**src/logic/lpif_link_params.svh**
```systemverilog
`ifndef LPIF_LINK_PARAMS_SVH
`define LPIF_LINK_PARAMS_SVH

// Flit and PHY widths
`define LPIF_FLIT_W     281
`define LPIF_PHY_W      160
`define LPIF_MRK_W      2
`define LPIF_DELAY_W    8
`define LPIF_APB_AW     8

// APB register map
`define LPIF_REG_CTRL   8'h00
`define LPIF_REG_DELAY  8'h04
`define LPIF_REG_USER   8'h08
`define LPIF_REG_CREDIT 8'h0C
`define LPIF_REG_STATUS 8'h10
`define LPIF_REG_TXCNT  8'h14
`define LPIF_REG_RXCNT  8'h18

// Delay fields yz, xz, x from msb down
`define LPIF_DELAY_RST  24'h04_04_04
`define LPIF_CREDIT_RST 8'd8

`endif

```
**src/logic/lpif_link_pkg.sv**
```systemverilog
`default_nettype none
`include "lpif_link_params.svh"

package lpif_link_pkg;

  //////////////////////////////////////////////////
  // Vector types
  typedef logic [255:0]               flit_data_t;
  typedef logic [15:0]                flit_crc_t;
  typedef logic [3:0]                 flit_state_t;
  typedef logic [1:0]                 protid_t;
  typedef logic [`LPIF_FLIT_W-1:0]    link_word_t;
  typedef logic [`LPIF_PHY_W-1:0]     phy_word_t;
  typedef logic [`LPIF_DELAY_W-1:0]   delay_t;
  typedef logic [`LPIF_MRK_W-1:0]     marker_t;
  typedef logic [31:0]                count_t;

  //////////////////////////////////////////////////
  // Flit, 281 bits, state in the msbs
  typedef struct packed {
    flit_state_t state;
    protid_t     protid;
    flit_data_t  data;
    logic        dvalid;
    flit_crc_t   crc;
    logic        crc_valid;
    logic        valid;
  } lpif_flit_t;

  //////////////////////////////////////////////////
  // APB slave side
  typedef struct packed {
    logic                     psel;
    logic                     penable;
    logic                     pwrite;
    logic [`LPIF_APB_AW-1:0]  paddr;
    logic [31:0]              pwdata;
  } apb_req_t;

  typedef struct packed {
    logic [31:0] prdata;
    logic        pready;
    logic        pslverr;
  } apb_rsp_t;

  // Link configuration from the register block
  typedef struct packed {
    logic    tx_online;
    logic    rx_online;
    delay_t  delay_x;
    delay_t  delay_xz;
    delay_t  delay_yz;
    marker_t mrk_userbit;
    logic    stb_userbit;
  } link_cfg_t;

  // TX online sequencing
  typedef enum logic [1:0] {
    IDLE,
    WAIT_XZ,
    WAIT_YZ,
    ONLINE
  } sync_state_e;

endpackage

`default_nettype wire

```
**src/logic/lpif_link_auto_sync.sv**
```systemverilog
`timescale 1ns/1ps
`default_nettype none

module lpif_link_auto_sync (
  input  wire                            clk_wr,
  input  wire                            arst_n,
  input  wire lpif_link_pkg::link_cfg_t  cfg,
  output logic                           tx_online_delay,
  output logic                           rx_online_delay,
  output lpif_link_pkg::marker_t         tx_auto_mrk,
  output logic                           tx_auto_stb
);

  localparam lpif_link_pkg::delay_t ONE = 1;

  lpif_link_pkg::sync_state_e state;
  lpif_link_pkg::delay_t      tx_cnt;
  lpif_link_pkg::delay_t      rx_cnt;
  logic                       rx_run;

  //////////////////////////////////////////////////
  // TX sequencing, xz then yz
  always_ff @(posedge clk_wr or negedge arst_n) begin
    if (!arst_n) begin
      state  <= lpif_link_pkg::IDLE;
      tx_cnt <= '0;
    end else if (!cfg.tx_online) begin
      // Offline drops straight back
      state  <= lpif_link_pkg::IDLE;
      tx_cnt <= '0;
    end else begin
      case (state)
        lpif_link_pkg::IDLE: begin
          if (cfg.delay_xz != '0) begin
            state  <= lpif_link_pkg::WAIT_XZ;
            tx_cnt <= cfg.delay_xz;
          end else if (cfg.delay_yz != '0) begin
            state  <= lpif_link_pkg::WAIT_YZ;
            tx_cnt <= cfg.delay_yz;
          end else begin
            state  <= lpif_link_pkg::ONLINE;
          end
        end
        lpif_link_pkg::WAIT_XZ: begin
          if (tx_cnt > ONE) begin
            tx_cnt <= tx_cnt - ONE;
          end else if (cfg.delay_yz != '0) begin
            state  <= lpif_link_pkg::WAIT_YZ;
            tx_cnt <= cfg.delay_yz;
          end else begin
            state  <= lpif_link_pkg::ONLINE;
          end
        end
        lpif_link_pkg::WAIT_YZ: begin
          if (tx_cnt > ONE) begin
            tx_cnt <= tx_cnt - ONE;
          end else begin
            state  <= lpif_link_pkg::ONLINE;
          end
        end
        default: state <= lpif_link_pkg::ONLINE;
      endcase
    end
  end

  // Online once the xz delay has run out
  assign tx_online_delay = (state == lpif_link_pkg::WAIT_YZ) ||
                           (state == lpif_link_pkg::ONLINE);

  // Persistent marker and strobe
  assign tx_auto_mrk = tx_online_delay ? cfg.mrk_userbit : '0;
  assign tx_auto_stb = (state == lpif_link_pkg::ONLINE) & cfg.stb_userbit;

  //////////////////////////////////////////////////
  // RX online delay
  always_ff @(posedge clk_wr or negedge arst_n) begin
    if (!arst_n) begin
      rx_run          <= 1'b0;
      rx_cnt          <= '0;
      rx_online_delay <= 1'b0;
    end else if (!cfg.rx_online) begin
      rx_run          <= 1'b0;
      rx_cnt          <= '0;
      rx_online_delay <= 1'b0;
    end else if (!rx_run) begin
      // First cycle seen online, load the count
      rx_run          <= 1'b1;
      rx_cnt          <= cfg.delay_x;
      rx_online_delay <= (cfg.delay_x == '0);
    end else if (!rx_online_delay) begin
      if (rx_cnt > ONE) begin
        rx_cnt <= rx_cnt - ONE;
      end else begin
        rx_online_delay <= 1'b1;
      end
    end
  end

endmodule

`default_nettype wire

```
**src/logic/lpif_link_cfg_apb.sv**
```systemverilog
`timescale 1ns/1ps
`default_nettype none
`include "lpif_link_params.svh"

module lpif_link_cfg_apb (
  input  wire                           clk_wr,
  input  wire                           arst_n,
  input  wire lpif_link_pkg::apb_req_t  apb_req,
  output lpif_link_pkg::apb_rsp_t       apb_rsp,
  output lpif_link_pkg::link_cfg_t      cfg,
  output logic [7:0]                    init_credit,
  input  wire                           tx_online_delay,
  input  wire                           rx_online_delay,
  input  wire                           rx_marker_ok,
  input  wire lpif_link_pkg::count_t    tx_count,
  input  wire lpif_link_pkg::count_t    rx_count
);

  lpif_link_pkg::link_cfg_t cfg_q;
  logic [7:0]               credit_q;
  logic                     mrk_err;
  logic                     acc_en;
  logic                     wr_en;
  logic                     hit;
  logic [31:0]              rdata;

  // Access phase, pready is always high
  assign acc_en = apb_req.psel & apb_req.penable;
  assign wr_en  = acc_en & apb_req.pwrite;

  //////////////////////////////////////////////////
  // Read mux and address decode
  always_comb begin
    hit   = 1'b1;
    rdata = '0;
    case (apb_req.paddr)
      `LPIF_REG_CTRL:   rdata = {30'd0, cfg_q.rx_online, cfg_q.tx_online};
      `LPIF_REG_DELAY:  rdata = {8'd0, cfg_q.delay_yz, cfg_q.delay_xz, cfg_q.delay_x};
      `LPIF_REG_USER:   rdata = {29'd0, cfg_q.stb_userbit, cfg_q.mrk_userbit};
      `LPIF_REG_CREDIT: rdata = {24'd0, credit_q};
      `LPIF_REG_STATUS: rdata = {29'd0, mrk_err, rx_online_delay, tx_online_delay};
      `LPIF_REG_TXCNT:  rdata = tx_count;
      `LPIF_REG_RXCNT:  rdata = rx_count;
      default:          hit = 1'b0;
    endcase
  end

  // Error only in the access phase
  assign apb_rsp = '{prdata: rdata, pready: 1'b1, pslverr: acc_en & ~hit};

  //////////////////////////////////////////////////
  // Writable registers
  always_ff @(posedge clk_wr or negedge arst_n) begin
    if (!arst_n) begin
      cfg_q.tx_online   <= 1'b0;
      cfg_q.rx_online   <= 1'b0;
      {cfg_q.delay_yz, cfg_q.delay_xz, cfg_q.delay_x} <= `LPIF_DELAY_RST;
      cfg_q.mrk_userbit <= '0;
      cfg_q.stb_userbit <= 1'b0;
      credit_q          <= `LPIF_CREDIT_RST;
    end else if (wr_en) begin
      case (apb_req.paddr)
        `LPIF_REG_CTRL:   {cfg_q.rx_online, cfg_q.tx_online} <= apb_req.pwdata[1:0];
        `LPIF_REG_DELAY: begin
          cfg_q.delay_x  <= apb_req.pwdata[7:0];
          cfg_q.delay_xz <= apb_req.pwdata[15:8];
          cfg_q.delay_yz <= apb_req.pwdata[23:16];
        end
        `LPIF_REG_USER:   {cfg_q.stb_userbit, cfg_q.mrk_userbit} <= apb_req.pwdata[2:0];
        `LPIF_REG_CREDIT: credit_q <= apb_req.pwdata[7:0];
        // Status and counters are read only
        default: ;
      endcase
    end
  end

  // Sticky marker error, write one to clear
  always_ff @(posedge clk_wr or negedge arst_n) begin
    if (!arst_n) begin
      mrk_err <= 1'b0;
    end else if (rx_online_delay && !rx_marker_ok) begin
      mrk_err <= 1'b1;
    end else if (wr_en && (apb_req.paddr == `LPIF_REG_STATUS) && apb_req.pwdata[2]) begin
      mrk_err <= 1'b0;
    end
  end

  assign cfg         = cfg_q;
  assign init_credit = credit_q;

endmodule

`default_nettype wire

```
**src/logic/lpif_link_concat.sv**
```systemverilog
`timescale 1ns/1ps
`default_nettype none
`include "lpif_link_params.svh"

module lpif_link_concat (
  input  wire                             clk_wr,
  input  wire                             arst_n,
  input  wire lpif_link_pkg::link_word_t  tx_word,
  output lpif_link_pkg::link_word_t       rx_word,
  output lpif_link_pkg::phy_word_t        tx_phy0,
  output lpif_link_pkg::phy_word_t        tx_phy1,
  input  wire lpif_link_pkg::phy_word_t   rx_phy0,
  input  wire lpif_link_pkg::phy_word_t   rx_phy1,
  input  wire                             tx_online,
  input  wire                             rx_online,
  input  wire lpif_link_pkg::marker_t     tx_mrk,
  input  wire                             tx_stb,
  output logic                            rx_marker_ok
);

  // Two 80 bit words per channel
  localparam int WORD_W = `LPIF_PHY_W / 2;
  localparam int MRK_W  = `LPIF_MRK_W;
  // Word 0 loses marker and strobe, word 1 only the marker
  localparam int W0_PAY = WORD_W - MRK_W - 1;
  localparam int W1_PAY = WORD_W - MRK_W;
  localparam int CH_PAY = W0_PAY + W1_PAY;
  localparam int PAD_W  = 2 * CH_PAY;

  typedef logic [CH_PAY-1:0] ch_pay_t;

  logic [PAD_W-1:0]           tx_pad;
  logic [PAD_W-1:0]           rx_pad;
  lpif_link_pkg::lpif_flit_t  rx_flit;
  logic                       mrk_eq;

  //////////////////////////////////////////////////
  // One channel of payload into a PHY word pair
  function automatic lpif_link_pkg::phy_word_t map_chan(input ch_pay_t pay,
                                                        input lpif_link_pkg::marker_t mrk,
                                                        input logic stb);
    lpif_link_pkg::phy_word_t w;
    // Word 0, strobe sits at bit 1
    w[0]                  = pay[0];
    w[1]                  = stb;
    w[W0_PAY:2]           = pay[W0_PAY-1:1];
    w[WORD_W-1 -: MRK_W]  = mrk;
    // Word 1
    w[WORD_W +: W1_PAY]   = pay[W0_PAY +: W1_PAY];
    w[2*WORD_W-1 -: MRK_W] = mrk;
    return w;
  endfunction

  // Reverse of map_chan, markers and strobe dropped
  function automatic ch_pay_t get_chan(input lpif_link_pkg::phy_word_t w);
    ch_pay_t pay;
    pay[0]                = w[0];
    pay[W0_PAY-1:1]       = w[W0_PAY:2];
    pay[W0_PAY +: W1_PAY] = w[WORD_W +: W1_PAY];
    return pay;
  endfunction

  //////////////////////////////////////////////////
  // TX, zero payload until online
  assign tx_pad = tx_online ? {{(PAD_W - `LPIF_FLIT_W){1'b0}}, tx_word} : '0;

  always_ff @(posedge clk_wr or negedge arst_n) begin
    if (!arst_n) begin
      tx_phy0 <= '0;
      tx_phy1 <= '0;
    end else begin
      // Lower channel carries the low payload bits
      tx_phy0 <= map_chan(tx_pad[0 +: CH_PAY], tx_mrk, tx_stb);
      tx_phy1 <= map_chan(tx_pad[CH_PAY +: CH_PAY], tx_mrk, tx_stb);
    end
  end

  //////////////////////////////////////////////////
  // RX extraction
  assign rx_pad = {get_chan(rx_phy1), get_chan(rx_phy0)};

  always_comb begin
    rx_flit           = lpif_link_pkg::lpif_flit_t'(rx_pad[`LPIF_FLIT_W-1:0]);
    // Valids held off until rx is online
    rx_flit.valid     = rx_flit.valid & rx_online;
    rx_flit.dvalid    = rx_flit.dvalid & rx_online;
    rx_flit.crc_valid = rx_flit.crc_valid & rx_online;
  end

  // All four markers must agree
  assign mrk_eq = (rx_phy0[WORD_W-1 -: MRK_W]   == rx_phy0[2*WORD_W-1 -: MRK_W]) &&
                  (rx_phy1[WORD_W-1 -: MRK_W]   == rx_phy0[WORD_W-1 -: MRK_W])   &&
                  (rx_phy1[2*WORD_W-1 -: MRK_W] == rx_phy0[WORD_W-1 -: MRK_W]);

  always_ff @(posedge clk_wr or negedge arst_n) begin
    if (!arst_n) begin
      rx_word      <= '0;
      rx_marker_ok <= 1'b1;
    end else begin
      rx_word      <= lpif_link_pkg::link_word_t'(rx_flit);
      rx_marker_ok <= mrk_eq;
    end
  end

endmodule

`default_nettype wire

```
**src/logic/lpif_link_name.sv**
```systemverilog
`timescale 1ns/1ps
`default_nettype none

module lpif_link_name (
  input  wire                             clk_wr,
  input  wire                             arst_n,
  input  wire lpif_link_pkg::lpif_flit_t  dstrm,
  output lpif_link_pkg::lpif_flit_t       ustrm,
  output lpif_link_pkg::link_word_t       tx_word,
  input  wire lpif_link_pkg::link_word_t  rx_word,
  output lpif_link_pkg::count_t           tx_count,
  output lpif_link_pkg::count_t           rx_count
);

  localparam lpif_link_pkg::count_t CNT_ONE = 1;

  //////////////////////////////////////////////////
  // Pack, fields in flit order from the msb
  assign tx_word = {dstrm.state,
                    dstrm.protid,
                    dstrm.data,
                    dstrm.dvalid,
                    dstrm.crc,
                    dstrm.crc_valid,
                    dstrm.valid};

  // Unpack the received word
  always_comb begin
    {ustrm.state,
     ustrm.protid,
     ustrm.data,
     ustrm.dvalid,
     ustrm.crc,
     ustrm.crc_valid,
     ustrm.valid} = rx_word;
  end

  //////////////////////////////////////////////////
  // Flit counters, free running and wrapping
  always_ff @(posedge clk_wr or negedge arst_n) begin
    if (!arst_n) begin
      tx_count <= '0;
    end else if (dstrm.valid) begin
      tx_count <= tx_count + CNT_ONE;
    end
  end

  // Upstream valid is already gated by rx online
  always_ff @(posedge clk_wr or negedge arst_n) begin
    if (!arst_n) begin
      rx_count <= '0;
    end else if (ustrm.valid) begin
      rx_count <= rx_count + CNT_ONE;
    end
  end

endmodule

`default_nettype wire

```
**src/logic/lpif_link_top.sv**
```systemverilog
`timescale 1ns/1ps
`default_nettype none

module lpif_link_top (
  input  wire                             clk_wr,
  input  wire                             arst_n,
  // Configuration
  input  wire lpif_link_pkg::apb_req_t    apb_req,
  output lpif_link_pkg::apb_rsp_t         apb_rsp,
  // Flit channels
  input  wire lpif_link_pkg::lpif_flit_t  dstrm,
  output lpif_link_pkg::lpif_flit_t       ustrm,
  // PHY channels
  output lpif_link_pkg::phy_word_t        tx_phy0,
  output lpif_link_pkg::phy_word_t        tx_phy1,
  input  wire lpif_link_pkg::phy_word_t   rx_phy0,
  input  wire lpif_link_pkg::phy_word_t   rx_phy1
);

  //////////////////////////////////////////////////
  // Interconnect
  lpif_link_pkg::link_cfg_t   cfg;
  logic                       tx_online_delay;
  logic                       rx_online_delay;
  lpif_link_pkg::marker_t     tx_auto_mrk;
  logic                       tx_auto_stb;
  lpif_link_pkg::link_word_t  tx_word;
  lpif_link_pkg::link_word_t  rx_word;
  logic                       rx_marker_ok;
  lpif_link_pkg::count_t      tx_count;
  lpif_link_pkg::count_t      rx_count;

  //////////////////////////////////////////////////
  // Registers
  lpif_link_cfg_apb u_cfg_apb (
    .clk_wr          (clk_wr),
    .arst_n          (arst_n),
    .apb_req         (apb_req),
    .apb_rsp         (apb_rsp),
    .cfg             (cfg),
    // No credit logic in this endpoint
    .init_credit     (),
    .tx_online_delay (tx_online_delay),
    .rx_online_delay (rx_online_delay),
    .rx_marker_ok    (rx_marker_ok),
    .tx_count        (tx_count),
    .rx_count        (rx_count)
  );

  // Online sequencing
  lpif_link_auto_sync u_auto_sync (
    .clk_wr          (clk_wr),
    .arst_n          (arst_n),
    .cfg             (cfg),
    .tx_online_delay (tx_online_delay),
    .rx_online_delay (rx_online_delay),
    .tx_auto_mrk     (tx_auto_mrk),
    .tx_auto_stb     (tx_auto_stb)
  );

  // Flit pack and counters
  lpif_link_name u_name (
    .clk_wr   (clk_wr),
    .arst_n   (arst_n),
    .dstrm    (dstrm),
    .ustrm    (ustrm),
    .tx_word  (tx_word),
    .rx_word  (rx_word),
    .tx_count (tx_count),
    .rx_count (rx_count)
  );

  // PHY mapping
  lpif_link_concat u_concat (
    .clk_wr       (clk_wr),
    .arst_n       (arst_n),
    .tx_word      (tx_word),
    .rx_word      (rx_word),
    .tx_phy0      (tx_phy0),
    .tx_phy1      (tx_phy1),
    .rx_phy0      (rx_phy0),
    .rx_phy1      (rx_phy1),
    .tx_online    (tx_online_delay),
    .rx_online    (rx_online_delay),
    .tx_mrk       (tx_auto_mrk),
    .tx_stb       (tx_auto_stb),
    .rx_marker_ok (rx_marker_ok)
  );

endmodule

`default_nettype wire

```
**config.mk**
```make
export PLATFORM = sky130hd
export DESIGN_NAME = lpif_link_top
export DESIGN_NICKNAME = d
export VERILOG_FILES = /design/src/logic/lpif_link_pkg.sv /design/src/logic/lpif_link_auto_sync.sv /design/src/logic/lpif_link_cfg_apb.sv /design/src/logic/lpif_link_concat.sv /design/src/logic/lpif_link_name.sv /design/src/logic/lpif_link_top.sv
export VERILOG_INCLUDE_DIRS = /design/src /design/src/logic
export SDC_FILE = /design/constraint.sdc
export NUM_CORES = 1
export LEC_CHECK = 0
export BUFFER_PORTS_ARGS = -buffer_cell sky130_fd_sc_hd__buf_2
export CORE_AREA = 4 4 492 494
export CTS_CLUSTER_DIAMETER = 120
export DETAILED_ROUTE_END_ITERATION = 6
export DIE_AREA = 0 0 496 498
export GPL_TIMING_DRIVEN = 0
export PLACE_DENSITY = 0.3
export SKIP_LAST_GASP = 1
export SLEW_MARGIN = 5
export SYNTH_ARGS = -nofsm -noshare
export SYNTH_HDL_FRONTEND = slang
export SYNTH_SLANG_ARGS = --single-unit
export TNS_END_PERCENT = 10
```
**constraint.sdc**
```tcl
create_clock -name clk_wr -period 3 [get_ports clk_wr]
set_input_delay 0.45 -clock clk_wr [delete_from_list [all_inputs] [get_ports clk_wr]]
set_output_delay 0.45 -clock clk_wr [all_outputs]
set_load 0.02 [all_outputs]
```
==> results of run 1 <==
flip-flops by register name, summed over array words and instances, names as in the netlist:
signal                       count
u_auto_sync.rx_online_delay      1
u_name.rx_count                 32
u_auto_sync.state                2
u_concat.rx_marker_ok            1
u_concat.tx_phy0               158
u_cfg_apb.cfg                   29
u_concat.tx_phy1               126
u_cfg_apb.init_credit            8
u_cfg_apb.mrk_err                1
u_auto_sync.tx_cnt               8
u_auto_sync.rx_cnt               8
u_auto_sync.rx_run               1
u_name.tx_count                 32
u_concat.rx_word               281
synth_stat cells (9+ instances only):
cell type and n:
a22o_1 11, nand2_1 50, and2_1 289, nor2_1 35, nor4b_1 9, xor2_1 23
ha_1 10, a222oi_1 18, xnor2_1 51, inv_1 31, dfrtp_1 683, buf_4 40
o21ai_0 27, nand3_1 19, nor4_1 9, a21oi_1 25, nor3_1 18, nand4_1 16
clkbuf_1 44, mux2_2 38, a22oi_1 16
where the power goes:
part	switching, W	internal (W)
clock network	0.00477	0.00716
registers	0.000391	0.00967
logic	0.00139	0.00125
total	0.00656	0.0181
worst max path at each step:
stage	from	end	slack [ps]	depth (start not counted)
4_1_cts	apb_req[37]	apb_rsp[19]	-20	9
5_1_grt	apb_req[32]	apb_rsp[19]	-4	9
2_1_floorplan	apb_req[33]	apb_rsp[5]	530	8
6_report	apb_req[32]	apb_rsp[23]	110	9
3_3_place_gp	arst_n	u_concat.tx_phy0[32]	-15550	1
3_5_place_dp	apb_req[33]	apb_rsp[4]	-1310	10
area by class of cell:
cell class | count | area (sq um)
flip-flops and latches | 688 | 17200
inverters | 31 | 116
well taps | 3167 | 3960
clock buffers | 120 | 2550
clock inverters | 46 | 736
fillers | 26391 | 195000
repair buffers | 1800 | 12100
plain buffers | 90 | 528
multi-input cells | 768 | 5190
diodes | 31 | 77.6
layer usage:
layer | vias to the layer above | track usage
li1 | 8970 | -
met1 | 9745 | 0.125
met2 | 939 | 0.201
met3 | 169 | 0.0340
met4 | 24 | 0.0312
met5 | - | 0
worst reg2reg max path, cell delays in order (launching register included):
cell and delay [ps]:
dfrtp_1 470, and4_1 440, nand3_2 200, nor4_1 990, nand4_1 220, xnor2_1 170
cells by family after synthesis:
group                      count (synthesis)  share of synthesized area
and+or+nand+nor                          490                      0.128
AOI/OAI and AO/OA                        126                     0.0390
xor gates and xnor gates                  74                     0.0283
DFF                                      688                      0.753
buffers and inverters                    123                     0.0274
other                                      2                   0.000328
muxes                                     38                     0.0187
adders and majority gates                 10                    0.00547
stage by stage:
stage               cells  hold slack (ps)
finish               6741             62.4
global route         6726             10.8
CTS                  6709             4.12
detailed placement   5963              460
global placement     5956              461
floorplan            1579              154
timing repair:
action / 4_1_cts / 5_1_grt
pin swaps: 5 / 0
hold buffers: 578 / 0
gates resized for setup: 25 / 1
setup buffers: 4 / 1
setup endpoints to repair: 315 / 7
hold endpoints to repair: 667 / 0
==> out/qor.yml, run 1 <==
synth:
  synthTopCellsByArea: "dfrtp_1 75%, and2_1 7.9%, xnor2_1 2.0%, mux2_2 1.9%, buf_4 1.3%"
  synth_edf_count: 0
  synthArstFlopShare: 1.00
  synth_seq_area_share: 0.753
  ys_seq_elements: 688
  synth-main-ff-cell: "dfrtp_1"
  avgSynthCellArea_sq_um: 14.7
  yosys.area.top_type: "dfrtp_1"
  syn-instance-count: 1551
  synthDistinctLibCells: 61
  ys_warn_count: 0
  syn_area_sq_mm: 0.0229
  yosys.area.top_type_share: 0.747
placed_design:
  io_buffers: 1210
  pre_cts_ws_ps: -1310
  place_area_sq_mm: 0.0332
  place_hpwl_mm: 116
  place.gp.congestion: 0.906
floorplanning:
  start_util: 0.0963
  fp-row-count: 179
  ioPinCount: 1281
  dieWidth_um: 496
  dieArea_sq_mm: 0.247
  die_h_um: 498
  core_sq_mm: 0.237
layout:
  layout_common_cells: "1213 x buf_2, 683 x dfrtp_1, 578 x dlygate4sd3_1"
  final_area_sq_mm: 0.0425
  layout.nets: 4126
  post-route-util: 0.179
  synthToLayoutAreaGrowth_pct: 85.7
  drive_gt1_frac: 0.422
  final_common_cell: "buf_2"
route:
  via_count: 19847
  first_pass_iters: 5
  viasPerCell: 2.94
  antenna_left: 0
  wl_per_cell_um: 21.1
  highest_layer: "met5"
  drc: 0
  drt_iter0_markers: 795
  wl_met3_mm: 11.0
  wirelength_mm: 142
  met1_length_mm: 55.0
  wl_met2_mm: 72.2
global_routing:
  grtUsageTotal: 0.111
  grt_pass1_wl_mm: 190
  antenna_found_initial: 49
  grt_remaining_overflow: 0
  grt_max_degree: 100
  grt_pass1_vias: 22359
timing:
  finalSetupViolations: 0
  fin_setup_tns_ps: 0
  period_share: 0.963
  slew_viol_final: 0
  period_needed_ps: 2890
  fmax_mhz: 346
  relSlewSlack: 0.173
  hold_viol_final: 0
  rsz0062_at_grt: "yes"
  fin_ws_ps: 110
  fin_worst_skew_ps: 43.9
  worst_pin_slew_ps: 1230
critical_path:
  slowest_stage: "a222oi_1"
  crit_type: "input port to primary output"
  max_stage_delay_ps: 630
  cp_top_family: "buffers and inverters"
  timing.rr.start: "u_name.tx_count[3]"
  end_kind: "primary output"
  reg2reg_depth: 5
  crit_top_cell: "buf_2"
  crit_arrival_ps: 2440
  path_buf_inv: 5
  startpoint_type: "input port"
  crit_required_ps: 2550
  reg2reg_to: "u_name.tx_count[28]"
  reg2reg_slack_ps: 410
  crit_fanout: 10
  path_cells: "buf_2 -> or2_4 -> nor3b_4 -> and2_1 -> buf_2 -> buf_2 -> a222oi_1 -> inv_1 -> buf_2"
cts:
  clock_latency_ps: 710
  cts_tree: "yes"
  cts-root-buf: "clkbuf_16"
  cts-htree-levels: 3
  clk_pin_slew_ps: 50
  clockBufferDepth: 3
  clock_sinks: 688
  cts_buffers: 91
hold_path:
  worstHoldEndpoint: "u_concat.tx_phy0[117]"
  hold_path_class: "input port to register"
  worstHoldStart: "dstrm[114]"
  hold_depth: 2
power_and_ir_drop:
  p_leak_nw: 20.9
  powerDensity_mw_per_mm2: 580
  power_w: 0.0246
  ir_drop_mv: 0.402
status:
  status: "complete, no violations"
flow_run:
  drv_cap: 0
No activity file was read; power rests on OpenSTA's default activity.
==> run 2, diff against run 1 <==
Settings changed: CELL_PAD_IN_SITES_DETAIL_PLACEMENT set to 0, CELL_PAD_IN_SITES_GLOBAL_PLACEMENT set to 1, CORE_AREA 4 4 492 494 to 4 4 503 505, DIE_AREA 0 0 496 498 to 0 0 507 509.
==> run 2 against run 1 <==
Compared with the run above: hold slack better by 30 ps; register-to-register slack got worse by 130 ps; setup slack got worse by 26 ps; sequential share of layout area fell by 0.21 points.
==> out/qor.yml, run 2 (synthesized netlist as in run 1, its figures left out) <==
route:
  drt_iter0_markers: 789  # -0.75%
  wl_per_cell_um: 20.9  # -1.2%
  via_count: 19795  # -0.26%
  antenna_left: 0  # unchanged
  first_pass_iters: 5  # unchanged
  drc: 0  # unchanged
  wirelength_mm: 144  # +1.4%
  viasPerCell: 2.86  # -2.8%
floorplanning:
  ioPinCount: 1281  # unchanged
  fp-row-count: 183  # +2.2%
  die_h_um: 509  # +2.2%
  start_util: 0.0921  # -0.00419
  core_sq_mm: 0.248  # +4.5%
  dieWidth_um: 507  # +2.2%
  dieArea_sq_mm: 0.258  # +4.5%
status:
  status: "complete, no violations"
critical_path:
  slowest_stage: "nor3_4"
  reg2reg_slack_ps: 280  # -130 ps
  end_kind: "primary output"
  startpoint_type: "input port"
  reg2reg_to: "u_concat.tx_phy0[66]"
  reg2reg_depth: 7  # +2
  crit_fanout: 10  # unchanged
  crit_arrival_ps: 2470  # +30 ps
  startpoint: "apb_req[37]"
  cp-endpoint: "apb_rsp[13]"
  timing.rr.start: "u_auto_sync.state[0]"
  max_stage_delay_ps: 330  # -300 ps
  path_cells: "buf_2 -> nor3_4 -> nand2b_2 -> nor3_4 -> clkbuf_4 -> buf_4 -> a222oi_1 -> inv_1 -> buf_2"
  crit_type: "input port to primary output"
  crit_required_ps: 2550  # about the same
timing:
  finalSetupViolations: 0  # unchanged
  period_needed_ps: 2920  # +26.2 ps
  worst_pin_slew_ps: 1040  # -187 ps
  fin_worst_skew_ps: 49.2  # +5.31 ps
  whs_ps: 92.7  # +30.3 ps
  fmax_mhz: 343  # -0.90%
  relSlewSlack: 0.299  # +0.126
  hold_viol_final: 0  # unchanged
  period_share: 0.972  # +0.00874
  fin_setup_tns_ps: 0  # unchanged
  rsz0062_at_grt: "yes"
  slew_viol_final: 0  # unchanged
cts:
  cts-root-buf: "clkbuf_16"
  cts_tree: "yes"
  clock_latency_ps: 730  # +20 ps
  clk_pin_slew_ps: 60  # about the same
  clockBufferDepth: 3  # unchanged
  cts_buffers: 97  # +6.6%
  cts-htree-levels: 3  # unchanged
  clock_sinks: 688  # unchanged
power_and_ir_drop:
  p_leak_nw: 20.9  # +0.10%
  power_w: 0.0246  # -0.23%
  powerDensity_mw_per_mm2: 576  # -0.76%
  ir_drop_mv: 0.421  # +4.7%
hold_path:
  hold_path_class: "input port to register"
layout:
  synthToLayoutAreaGrowth_pct: 86.7
  layout_common_cells: "1212 x buf_2, 682 x dfrtp_1, 575 x dlygate4sd3_1"
  final_cells: 6917  # +2.6%
  final_area_sq_mm: 0.0427  # +0.52%
  largest_reg_flops: 281  # unchanged
  top_register: "u_concat.rx_word"
  reg.largest.list: "u_concat.rx_word (281), u_concat.tx_phy0 (158), u_concat.tx_phy1 (126)"
  layout.nets: 4129  # +0.073%
  final_common_cell: "buf_2"
  drive_gt1_frac: 0.422  # about the same
  fill_cells: 27913  # +5.8%
flow_run:
  drv_cap: 0  # unchanged
global_routing:
  grt_pass1_wl_mm: 194  # +2.3%
  antenna_found_initial: 80  # +63%
  grt_max_degree: 101  # +1.0%
  use_met3: 0.0424  # +0.00841
  grtUsageTotal: 0.109  # -0.00242
  grt_remaining_overflow: 0  # unchanged
  grt_pass1_vias: 22355  # -0.018%
  grt_busiest_layer: "met2"
  grt_use_met2: 0.201  # -0.000562
  use_met1: 0.115  # -0.0103
placed_design:
  placed_cells: 6126  # +2.7%
  place_hpwl_mm: 119  # +2.7%
  place.gp.congestion: 0.824  # -9.1%
  place_area_sq_mm: 0.0334  # +0.62%
  io_buffers: 1210  # unchanged
run 2: final cells by class:
class	count	area [sq um]	area share
sequential	688	17200	0.404
timing repair buffer	1797	12100	0.283
multi-input combinational	768	5200	0.122
tap	3330	4170	0.0976
clock buffer	142	2870	0.0672
buffer	90	517	0.0121
clock inverter	35	440	0.0103
inverter	31	116	0.00273
antenna	36	90.1	0.00211
run 2: worst min-delay path by stage:
stage                       endpoint  cells past startpoint  slack, ps           startpoint
2_1_floorplan  u_auto_sync.rx_cnt[0]                      0        150               arst_n
3_3_place_gp     u_name.tx_count[31]                      1        460  u_name.tx_count[31]
3_5_place_dp     u_name.tx_count[31]                      1        460  u_name.tx_count[31]
4_1_cts         u_concat.tx_phy1[41]                      2         10           dstrm[195]
5_1_grt         u_concat.tx_phy1[41]                      2         30           dstrm[195]
6_report        u_concat.tx_phy1[41]                      2         90           dstrm[195]
run 2: power breakdown:
group          switching, W  internal [W]
clock               0.00485       0.00709
sequential         0.000345       0.00967
combinational       0.00138       0.00125
run 2: metal layers:
metal	vias to the layer above	routed length (um)	part of all wire
met5	-	271	0.0019
met3	216	12400	0.086
met4	48	3820	0.026
met2	919	74900	0.52
li1	8981	-	-
met1	9631	53000	0.37
run 2: critical path: cells and delay by family:
kind	cells	cell delay [ps]
AOI/OAI and AO/OA	1	130
and+or+nand+nor	3	820
buffers and inverters	5	1040
run 2: metrics by stage:
stage / util / worst slack [ps]
2_1_floorplan: - / 529
3_3_place_gp: 0.134 / -16330
3_5_place_dp: 0.135 / -1280
4_1_cts: 0.171 / -105
5_1_grt: 0.172 / -62.7
6_report: 0.172 / 83.5
run 2: timing repair:
action,in CTS,in global routing
setup endpoints to repair,88,13
hold buffers,575,0
pin swaps,4,1
gates resized for setup,19,6
setup buffers,4,1
hold endpoints to repair,675,0
